--- config.mk ---
export PLATFORM = sky130hd
export DESIGN_NAME = result_stage
export DESIGN_NICKNAME = d
export VERILOG_FILES = /design/src/logic/conv_pkg.sv /design/src/logic/result_stage.sv
export SDC_FILE = /design/constraint.sdc
export NUM_CORES = 1
export LEC_CHECK = 0
export BUFFER_PORTS_ARGS = -buffer_cell sky130_fd_sc_hd__buf_2
export CORE_AREA = 2 2 174 176
export DETAILED_ROUTE_END_ITERATION = 12
export DIE_AREA = 0 0 176 178
export GPL_TIMING_DRIVEN = 0
export SLEW_MARGIN = 10
export SYNTH_ARGS = -nofsm -noshare
export SYNTH_HDL_FRONTEND = slang
export SYNTH_SLANG_ARGS = --single-unit
--- constraint.sdc ---
create_clock -name clk -period 2.2 [get_ports clk]
set_clock_uncertainty 0.05 [all_clocks]
set_input_delay 0.66 -clock clk [delete_from_list [all_inputs] [get_ports clk]]
set_output_delay 0.66 -clock clk [all_outputs]
set_load 0.05 [all_outputs]
--- src/logic/conv_pkg.sv ---
package conv_pkg;

	// Data widths.
	localparam int pixel_w = 16;
	localparam int coef_w = 16;
	// 54 products of 32 bits plus a bias need 38 bits.
	localparam int acc_w = 40;

	// Layer geometry.
	localparam int num_chan = 6;
	localparam int num_filt = 8;
	localparam int kern_dim = 3;
	localparam int kern_taps = kern_dim * kern_dim;

	// Select widths for the coefficient write port.
	localparam int filt_sel_w = $clog2(num_filt);
	localparam int chan_sel_w = $clog2(num_chan);
	localparam int tap_sel_w = $clog2(kern_taps);

	typedef logic signed [pixel_w-1:0] pixel_t;
	typedef logic signed [coef_w-1:0] coef_t;
	typedef logic signed [acc_w-1:0] acc_t;

	// One raster position, all channels.
	typedef pixel_t [num_chan-1:0] chan_pixels_t;

	// Tap = 3 * kernel row + kernel column, row 0 and column 0 oldest.
	typedef pixel_t [num_chan-1:0][kern_taps-1:0] window_t;

	typedef acc_t [num_filt-1:0] filt_acc_t;
	typedef pixel_t [num_filt-1:0] filt_pixels_t;

endpackage

--- src/logic/result_stage.sv ---
module result_stage #(
	parameter int relu_en = 1
) (
	input logic clk,
	input logic rst,
	input logic acc_valid,
	input conv_pkg::filt_acc_t acc,
	output logic valid_out,
	output conv_pkg::filt_pixels_t res_out
);
	import conv_pkg::*;

	// Pixel range in accumulator width.
	localparam acc_t pix_max = acc_t'(2 ** (pixel_w - 1) - 1);
	localparam acc_t pix_min = acc_t'(-(2 ** (pixel_w - 1)));

	acc_t clip [num_filt];
	filt_pixels_t res_next;

	always_comb begin
		for (int f = 0; f < num_filt; f++) begin
			clip[f] = acc[f];
			if (relu_en != 0 && clip[f] < 0) begin
				clip[f] = '0;
			end
			if (clip[f] > pix_max) begin
				clip[f] = pix_max;
			end else if (clip[f] < pix_min) begin
				clip[f] = pix_min;
			end
			res_next[f] = pixel_t'(clip[f]);
		end
	end

	// Results hold between windows.
	always_ff @(posedge clk) begin
		if (rst) begin
			valid_out <= 1'b0;
			res_out <= '0;
		end else begin
			valid_out <= acc_valid;
			if (acc_valid) begin
				res_out <= res_next;
			end
		end
	end

endmodule

==> metrics.txt <==
status=finished, final reports clean; fin worst setup slack=0.3537 ns; RR Startpoint=res_out[14]; critical path type=primary input to flop; CP Data Required Time=2.43 ns; endpoint type of the worst setup path=flop; Final Setup Violations=0; final hold viol count=0; sequential element share of the synthesized area=44.91%; DR pass1 iterations=4; clk sink count=129; Synth warnings=0; IO Pins=452; width of the die=176 um; Worst path slowest cell=nor4_1; PD cells=734.0 nW/um^2; CTS root buffer=clkbuf_16; post-synthesis cell type count=18; most used cell, CP=buf_2; worst relative slew slack=67.68%; Pins Over Slew Limit=0; Vias=6971; GRT overflow=0; max-cap viol count=0; hold crit path type=flop to flop; Die H=178 um; H-tree Lvls=4; vias per cell=4.638; synthesis-to-finish area growth=57.48%; layout cell share with drive strength beyond 1=50.58%; Placer Congestion=0.8829; period utilization=83.92%; final core occ=30.80%; CTS Buf Count=17; initial antenna violation count=0; Syn Inst Count=632; reg2reg end=res_out[14]; worst-margin pin slew=0.4848 ns; ANT cells=0; initial core utilization=19.56%; CP max stage delay=0.42 ns; fmax=541.6 MHz; post_cts resized=0; crit path cell chain=buf_2, nor4_1, and4_1, clkbuf_1, buf_2, a31oi_1; DRT iter0 DRCs=362; Reg2Reg Depth=2; GRT Resource Usage Total=14.77%; setup repair bufs after CTS=0; Routed WL per cell=16.36 um; Nets=1423; DP Area=8486 um^2; Peak VDD IR=0.0004302 V; WHS Endpoint=res_out[111]; Routed Antenna Nets=0; Total Wirelength=24580 um; Core ar.=29400 um^2; clock buffer depth=2; critical path arrival=2.08 ns; Synth Cell Area=5751 um^2; Placement Setup Slack=-0.07111 ns; Period minus WS final=1.846 ns; crit path launch type=primary input; number of fill cells in the layout=3197; R2R Setup Slk=1.44 ns; RSZ-0062 raised after global routing=false; syn avg cell area=9.099 um^2; Pleak=4.458 nW; drt drc=0; vias in the first global route=6582; largest net degree at the start of global routing=17; hold path cells=1; cts hold-fix bufs=0; Yosys reg bits=129; HP Start=res_out[111]; Clk Latency, worst-skew pair=0.41 ns; Port Buffers=449; first-pass GRT wire length=35890 um; CTS tree=yes; Final Cell Area=9056 um^2; crit-path max FO=10; Final HPWL DP=19410 um; Row Count=63; clock-pin slew on the worst setup and hold paths=0.06 ns; die area=31330 um^2; syn_nets=955
[layer usage]
layer / global-route usage [%] / wire length (um)
met4: 5.751 / 663
met2: 26.23 / 12300
met1: 17.42 / 9852
met3: 3.112 / 1771
met5: 0 / 0
[cells in the final DEF, fill, tap and decap left out, drive strengths merged]
cell type / count
buf: 501
a21oi: 240
dfxtp: 129
a31oi: 120
nor4: 32
clkbuf: 28
or4: 16
nor2: 9
and4: 8
and2: 8
nor3b: 8
clkinv: 5
inv: 4
clkinvlp: 3
nor2b: 1
bufinv: 1
[cells in the mapped netlist]
library cell / count / area [um^2]
a21oi_1: 240 / 1201
dfxtp_1: 129 / 2582
a31oi_1: 120 / 750.7
buf_2: 36 / 180.2
nor4_1: 32 / 200.2
or4_4: 16 / 180.2
clkbuf_1: 9 / 33.78
and2_1: 8 / 50.05
and4_1: 8 / 70.07
buf_8: 8 / 120.1
nor2_8: 8 / 160.2
nor3b_4: 7 / 131.4
buf_4: 4 / 30.03
buf_1: 2 / 7.510
buf_6: 2 / 22.52
nor2_4: 1 / 11.26
nor2b_1: 1 / 6.260
nor3b_2: 1 / 12.51
[power breakdown]
| part | leakage [nW] | internal, mW | switching, mW |
|---|---|---|---|
| registers | 1.06 | 2.47 | 0.0981 |
| logic | 3.12 | 0.448 | 0.855 |
| clock network | 0.271 | 1.61 | 1.17 |
| total | 4.46 | 4.52 | 2.13 |
[critical path: cells and delay by family]
family / cells / cell delay, ns
AOI/OAI and AO/OA: 1 / 0.11
buffers and inverters: 3 / 0.63
and+or+nand+nor: 2 / 0.67
[worst max path at each step]
stage,slack [ns],endpoint,from
2_1_floorplan,0.46,res_out[0],acc[33]
3_3_place_gp,-0.04,res_out[107],acc[278]
3_5_place_dp,-0.07,res_out[108],acc[278]
4_1_cts,0.38,res_out[116],res_out[116]
5_1_grt,0.27,res_out[103],acc[278]
6_report,0.35,res_out[105],acc[278]
[cell type report]
type / count / area, um^2 / area share, %
Clock buffer: 19 / 442.9 / 4.891
Sequential cell: 129 / 2582 / 28.52
Buffer: 61 / 394.1 / 4.352
Multi-Input combinational cell: 442 / 2774 / 30.63
Tap cell: 390 / 488.0 / 5.388
Timing Repair Buffer: 449 / 2247 / 24.81
Clock inverter: 13 / 127.6 / 1.409
[sequential cells by signal (all words and copies together) (netlist names)]
| name | count |
|---|---|
| valid_out | 1 |
| res_out | 128 |
[stage by stage]
stage	hold slack (ns)	setup TNS, ns	instances	power, mW
after CTS	0.4058	0	1503	6.759
final	0.4034	0	1503	6.648
after global routing	0.4241	0	1503	6.947
after floorplan	0.6626	0	632	3.375
after detailed placement	0.3889	-0.5986	1471	3.927
after global placement	0.3868	-0.3631	1471	3.914
[cells by family after synthesis]
| family | after synthesis | synth area share, % |
|---|---|---|
| buf+inv | 61 | 6.854 |
| simple gates | 82 | 14.30 |
| flops | 129 | 44.91 |
| compound gates | 360 | 33.94 |
No activity file was read; power rests on OpenSTA's default activity.
