--- config.mk ---
export PLATFORM = sky130hd
export DESIGN_NAME = window_decode
export DESIGN_NICKNAME = d
export VERILOG_FILES = /design/src/logic/conv_pkg.sv /design/src/logic/window_decode.sv
export SDC_FILE = /design/constraint.sdc
export NUM_CORES = 2
export LEC_CHECK = 0
export BUFFER_PORTS_ARGS = -buffer_cell sky130_fd_sc_hd__buf_2
export CAP_MARGIN = 20
export CORE_UTILIZATION = 40
export CTS_CLUSTER_DIAMETER = 30
export DETAILED_ROUTE_END_ITERATION = 8
export MAX_ROUTING_LAYER = met4
export SYNTH_ARGS = -nofsm -noshare
export SYNTH_HDL_FRONTEND = slang
export SYNTH_SLANG_ARGS = --single-unit
--- constraint.sdc ---
create_clock -name clk -period 17.7 [get_ports clk]
set_input_delay 0 -clock clk [delete_from_list [all_inputs] [get_ports clk]]
set_output_delay 0 -clock clk [all_outputs]
set_load 0.05 [all_outputs]
--- src/logic/conv_pkg.sv ---
package conv_pkg;

	// Data widths.
	localparam int pixel_w = 16;
	localparam int coef_w = 16;
	// 54 products of 32 bits plus a bias need 38 bits.
	localparam int acc_w = 40;

	// Layer geometry.
	localparam int num_chan = 6;
	localparam int num_filt = 8;
	localparam int kern_dim = 3;
	localparam int kern_taps = kern_dim * kern_dim;

	// Select widths for the coefficient write port.
	localparam int filt_sel_w = $clog2(num_filt);
	localparam int chan_sel_w = $clog2(num_chan);
	localparam int tap_sel_w = $clog2(kern_taps);

	typedef logic signed [pixel_w-1:0] pixel_t;
	typedef logic signed [coef_w-1:0] coef_t;
	typedef logic signed [acc_w-1:0] acc_t;

	// One raster position, all channels.
	typedef pixel_t [num_chan-1:0] chan_pixels_t;

	// Tap = 3 * kernel row + kernel column, row 0 and column 0 oldest.
	typedef pixel_t [num_chan-1:0][kern_taps-1:0] window_t;

	typedef acc_t [num_filt-1:0] filt_acc_t;
	typedef pixel_t [num_filt-1:0] filt_pixels_t;

endpackage

--- src/logic/window_decode.sv ---
module window_decode #(
	parameter int img_width = 6,
	parameter int img_height = 6,
	parameter int stride = 1
) (
	input logic clk,
	input logic rst,
	input logic valid_in,
	input conv_pkg::chan_pixels_t pix_in,
	output logic win_valid,
	output conv_pkg::window_t win
);
	import conv_pkg::*;

	localparam int col_w = (img_width > 1) ? $clog2(img_width) : 1;
	localparam int row_w = (img_height > 1) ? $clog2(img_height) : 1;
	localparam int last_row = kern_dim - 1;

	// Previous row and the one before it, by column.
	chan_pixels_t line_near [img_width];
	chan_pixels_t line_far [img_width];

	logic [col_w-1:0] col;
	logic [row_w-1:0] row;
	logic col_hit;
	logic row_hit;

	// Window is complete at its bottom right pixel, on the stride grid.
	assign col_hit = (col >= 2) && (((col - 2) % stride) == 0);
	assign row_hit = (row >= 2) && (((row - 2) % stride) == 0);

	always_ff @(posedge clk) begin
		if (valid_in) begin
			line_far[col] <= line_near[col];
			line_near[col] <= pix_in;
		end
	end

	// Columns move left, the new column enters at the right.
	always_ff @(posedge clk) begin
		if (valid_in) begin
			for (int ch = 0; ch < num_chan; ch++) begin
				for (int kr = 0; kr < kern_dim; kr++) begin
					for (int kc = 0; kc < kern_dim - 1; kc++) begin
						win[ch][kr*kern_dim+kc] <= win[ch][kr*kern_dim+kc+1];
					end
				end
				win[ch][kern_dim-1] <= line_far[col][ch];
				win[ch][2*kern_dim-1] <= line_near[col][ch];
				win[ch][last_row*kern_dim+kern_dim-1] <= pix_in[ch];
			end
		end
	end

	// Raster position of the next pixel.
	always_ff @(posedge clk) begin
		if (rst) begin
			row <= '0;
			col <= '0;
			win_valid <= 1'b0;
		end else begin
			win_valid <= valid_in && row_hit && col_hit;
			if (valid_in) begin
				if (col == col_w'(img_width - 1)) begin
					col <= '0;
					if (row == row_w'(img_height - 1)) begin
						row <= '0;
					end else begin
						row <= row + 1'b1;
					end
				end else begin
					col <= col + 1'b1;
				end
			end
		end
	end

endmodule

==> out/results.ini <==
[route]
drt_iter0_markers=2313
firstDrtPassIters=7
wl_per_cell_microns=23.3
via_count=34600
wl_mm=164
drc=0
ant_nets=0
detail_route.vias_per_cell=4.89

[cts]
cts_tree=yes
path_clk_slew_ns=0.05
h-tree-depth=5
cts_inserted_buffers=398
cts_root_buf=clkbuf_16
postCtsSetupRepairBufs=0
cts_sinks=2026
clock_path_buffers=4
worstSkewPairLatency_ns=0.95

[floorplan]
ioPinCount=964
initial_core_util_pct=40.3
rows=153
die_area_sq_mm=0.177
core_sq_mm=0.174
die_w_microns=421
die_h_microns=421

[sta]
slew_headroom_pct=16.2
worstMarginPinSlew_ns=1.26
hold_violations=0
max_freq_mhz=233
finClkSkew_ns=0.0678
drv_slew=0
timing.final.crit_share_pct=24.3
whs_ns=0.0612
rsz0062_at_grt=false
post-route-min-period_ns=4.30
setup_viol=0
tns_ns=0

[finish]
fill_cells=13500
multi_input_area_sq_mm=0.00872
seqCellArea_sq_mm=0.0608
syn_to_final_growth_pct=32.4
nets=4529
final_layout_size_suffix_gt1_share_pct=42.4

[run_status]
status=finished, final reports clean

[yosys]
synthSimpleGateAreaFrac_pct=0.670
syn_area_per_cell_sq_um=23.9
syn-num-nets=3033
ys.flop_type=edfxtp_1
ys_seq_area_share_pct=86.7
synth_compound_area_share_pct=1.26
netlist_area_sq_mm=0.0701
async_reset_ff_share_pct=0
ys_ff_latch=2026
ys_types=25
synth_top_family_by_area=multiplexers
yosysWarnings=0
syn_inst=2934
synth_fa_ha_area_share_pct=0
synth_edf_count=2016
synthXorXnorAreaFrac_pct=0
yosys-mux-area-fraction_pct=10.5

[place]
io_buffers=963
dp_hpwl_mm=93.5
place.gp.congestion=0.842

[global_route]
busiest_layer=met2
grt_pass1_wl_mm=234
met1_usage_pct=21.9
grt_usage_pct=18.6
antenna_found_initial=3
grt_pass1_vias=35200
grt.met3_usage_pct=4.08
grt-ovfl-total=0
use_met2_pct=31.8
grt_max_degree=175

[setup_path]
setup.worst_path.start_class=input pin
cp_max_fo=83
critPathKind=input pin to flop
required_ns=18.21
end_kind=flop
arrival_ns=4.81

[power]
p_leak_nw=32.8
vdd_drop_max_mv=0.0872
power_density_mw_per_mm2=152

[run]
max-cap-violations=0

[worst_hold_path]
hold_path.class=input pin to flop

-- registers in the layout, indices dropped and copies added, names as in the netlist, named ones only --
name / count
col: 3
line_far: 576
line_near: 576
row: 3
win: 864
win_valid: 1
-- placed cells by master (no fill, tap or decap), types with 22 or more instances in the layout --
master / synthesis / layout
clkbuf_16: 0 / 404
buf_4: 1 / 36
dlygate4sd3_1: 0 / 199
inv_6: 0 / 28
bufinv_16: 0 / 47
buf_2: 51 / 962
clkinv_2: 0 / 71
mux2i_1: 192 / 192
clkinvlp_4: 0 / 43
mux4_2: 96 / 96
edfxtp_1: 2016 / 2016
nand2_1: 100 / 100
clkinv_4: 0 / 32
clkbuf_1: 24 / 42
mux2_1: 22 / 22
o221ai_1: 96 / 96
mux2_2: 266 / 266
clkinv_1: 0 / 42
-- final timing paths --
| kind | start | endpoint | slack (ns) | depth (start not counted) |
|---|---|---|---|---|
| worst min register to register | win[236] | win[220] | 0.43 | 0 |
| worst max-delay path | valid_in | win[375] | 13.40 | 7 |
| worst max register to register | col[0] | row[1] | 13.89 | 6 |
| worst min-delay path | pix_in[3] | win[131] | 0.06 | 2 |
-- critical path, cell delays in order --
cell,delay (ns)
dlygate4sd3_1,0.56
buf_8,0.33
buf_4,0.68
buf_4,0.66
buf_4,0.80
buf_4,0.68
buf_4,0.91
-- report_power, final --
group	switching, mW	total (mW)	internal [mW]
clock network	2.39	7.23	4.84
logic	0.843	1.10	0.257
registers	0.119	5.72	5.60
-- area by class of cell --
class,count,area share [%]
flip-flops and latches,2026,65.5
inverters,3,0.0283
repair buffers,1205,7.81
clock buffers,446,11.1
clock inverters,266,3.03
diodes,3,0.00809
multi-input cells,796,9.40
well taps,2325,3.14
-- through the flow --
step | utilization [%] | power (mW) | instance area [sq um] | std cells | setup WS (ns)
6_report | 53.4 | 14.1 | 92700 | 7070 | 13.40
5_1_grt | 53.4 | 14.5 | 92700 | 7069 | 13.20
4_1_cts | 53.3 | 14.2 | 92700 | 7066 | 13.41
3_5_place_dp | 44.7 | 6.89 | 77600 | 6155 | 12.97
3_3_place_gp | 44.6 | 6.87 | 77600 | 6153 | 13.07
2_1_floorplan | - | 6.53 | 70100 | 2934 | 1.99
-- routing by layer --
metal / wire length (microns) / part of all wire, %
met1: 65000 / 40
met2: 88000 / 54
met3: 8070 / 4.9
met4: 3350 / 2.0
met5: 0 / 0
-- cells by family after synthesis --
kind of cell    after synthesis
flops                      2026
mux                         576
simple gates                116
buf+inv                     112
compound gates              104
-- cells in the mapped netlist (all sizes together), types with 3 or more instances --
| master | count | area (sq um) |
|---|---|---|
| o221ai | 96 | 841 |
| clkbuf | 24 | 90.1 |
| mux2i | 192 | 1920 |
| nand2b | 3 | 18.8 |
| a21oi | 5 | 25.0 |
| inv | 3 | 11.3 |
| nor2 | 5 | 18.8 |
| buf | 85 | 537 |
| mux2 | 288 | 3240 |
| dfxtp | 10 | 200 |
| mux4 | 96 | 2160 |
| nand2 | 100 | 375 |
| edfxtp | 2016 | 60500 |
-- repair_timing --
action / CTS / global route
hold buffers: 199 / 0
gates resized for setup: 0 / 0
endpoints found under the setup margin: 0 / 0
hold endpoints to repair: 830 / 0
Power figures use the tool's default switching activity.
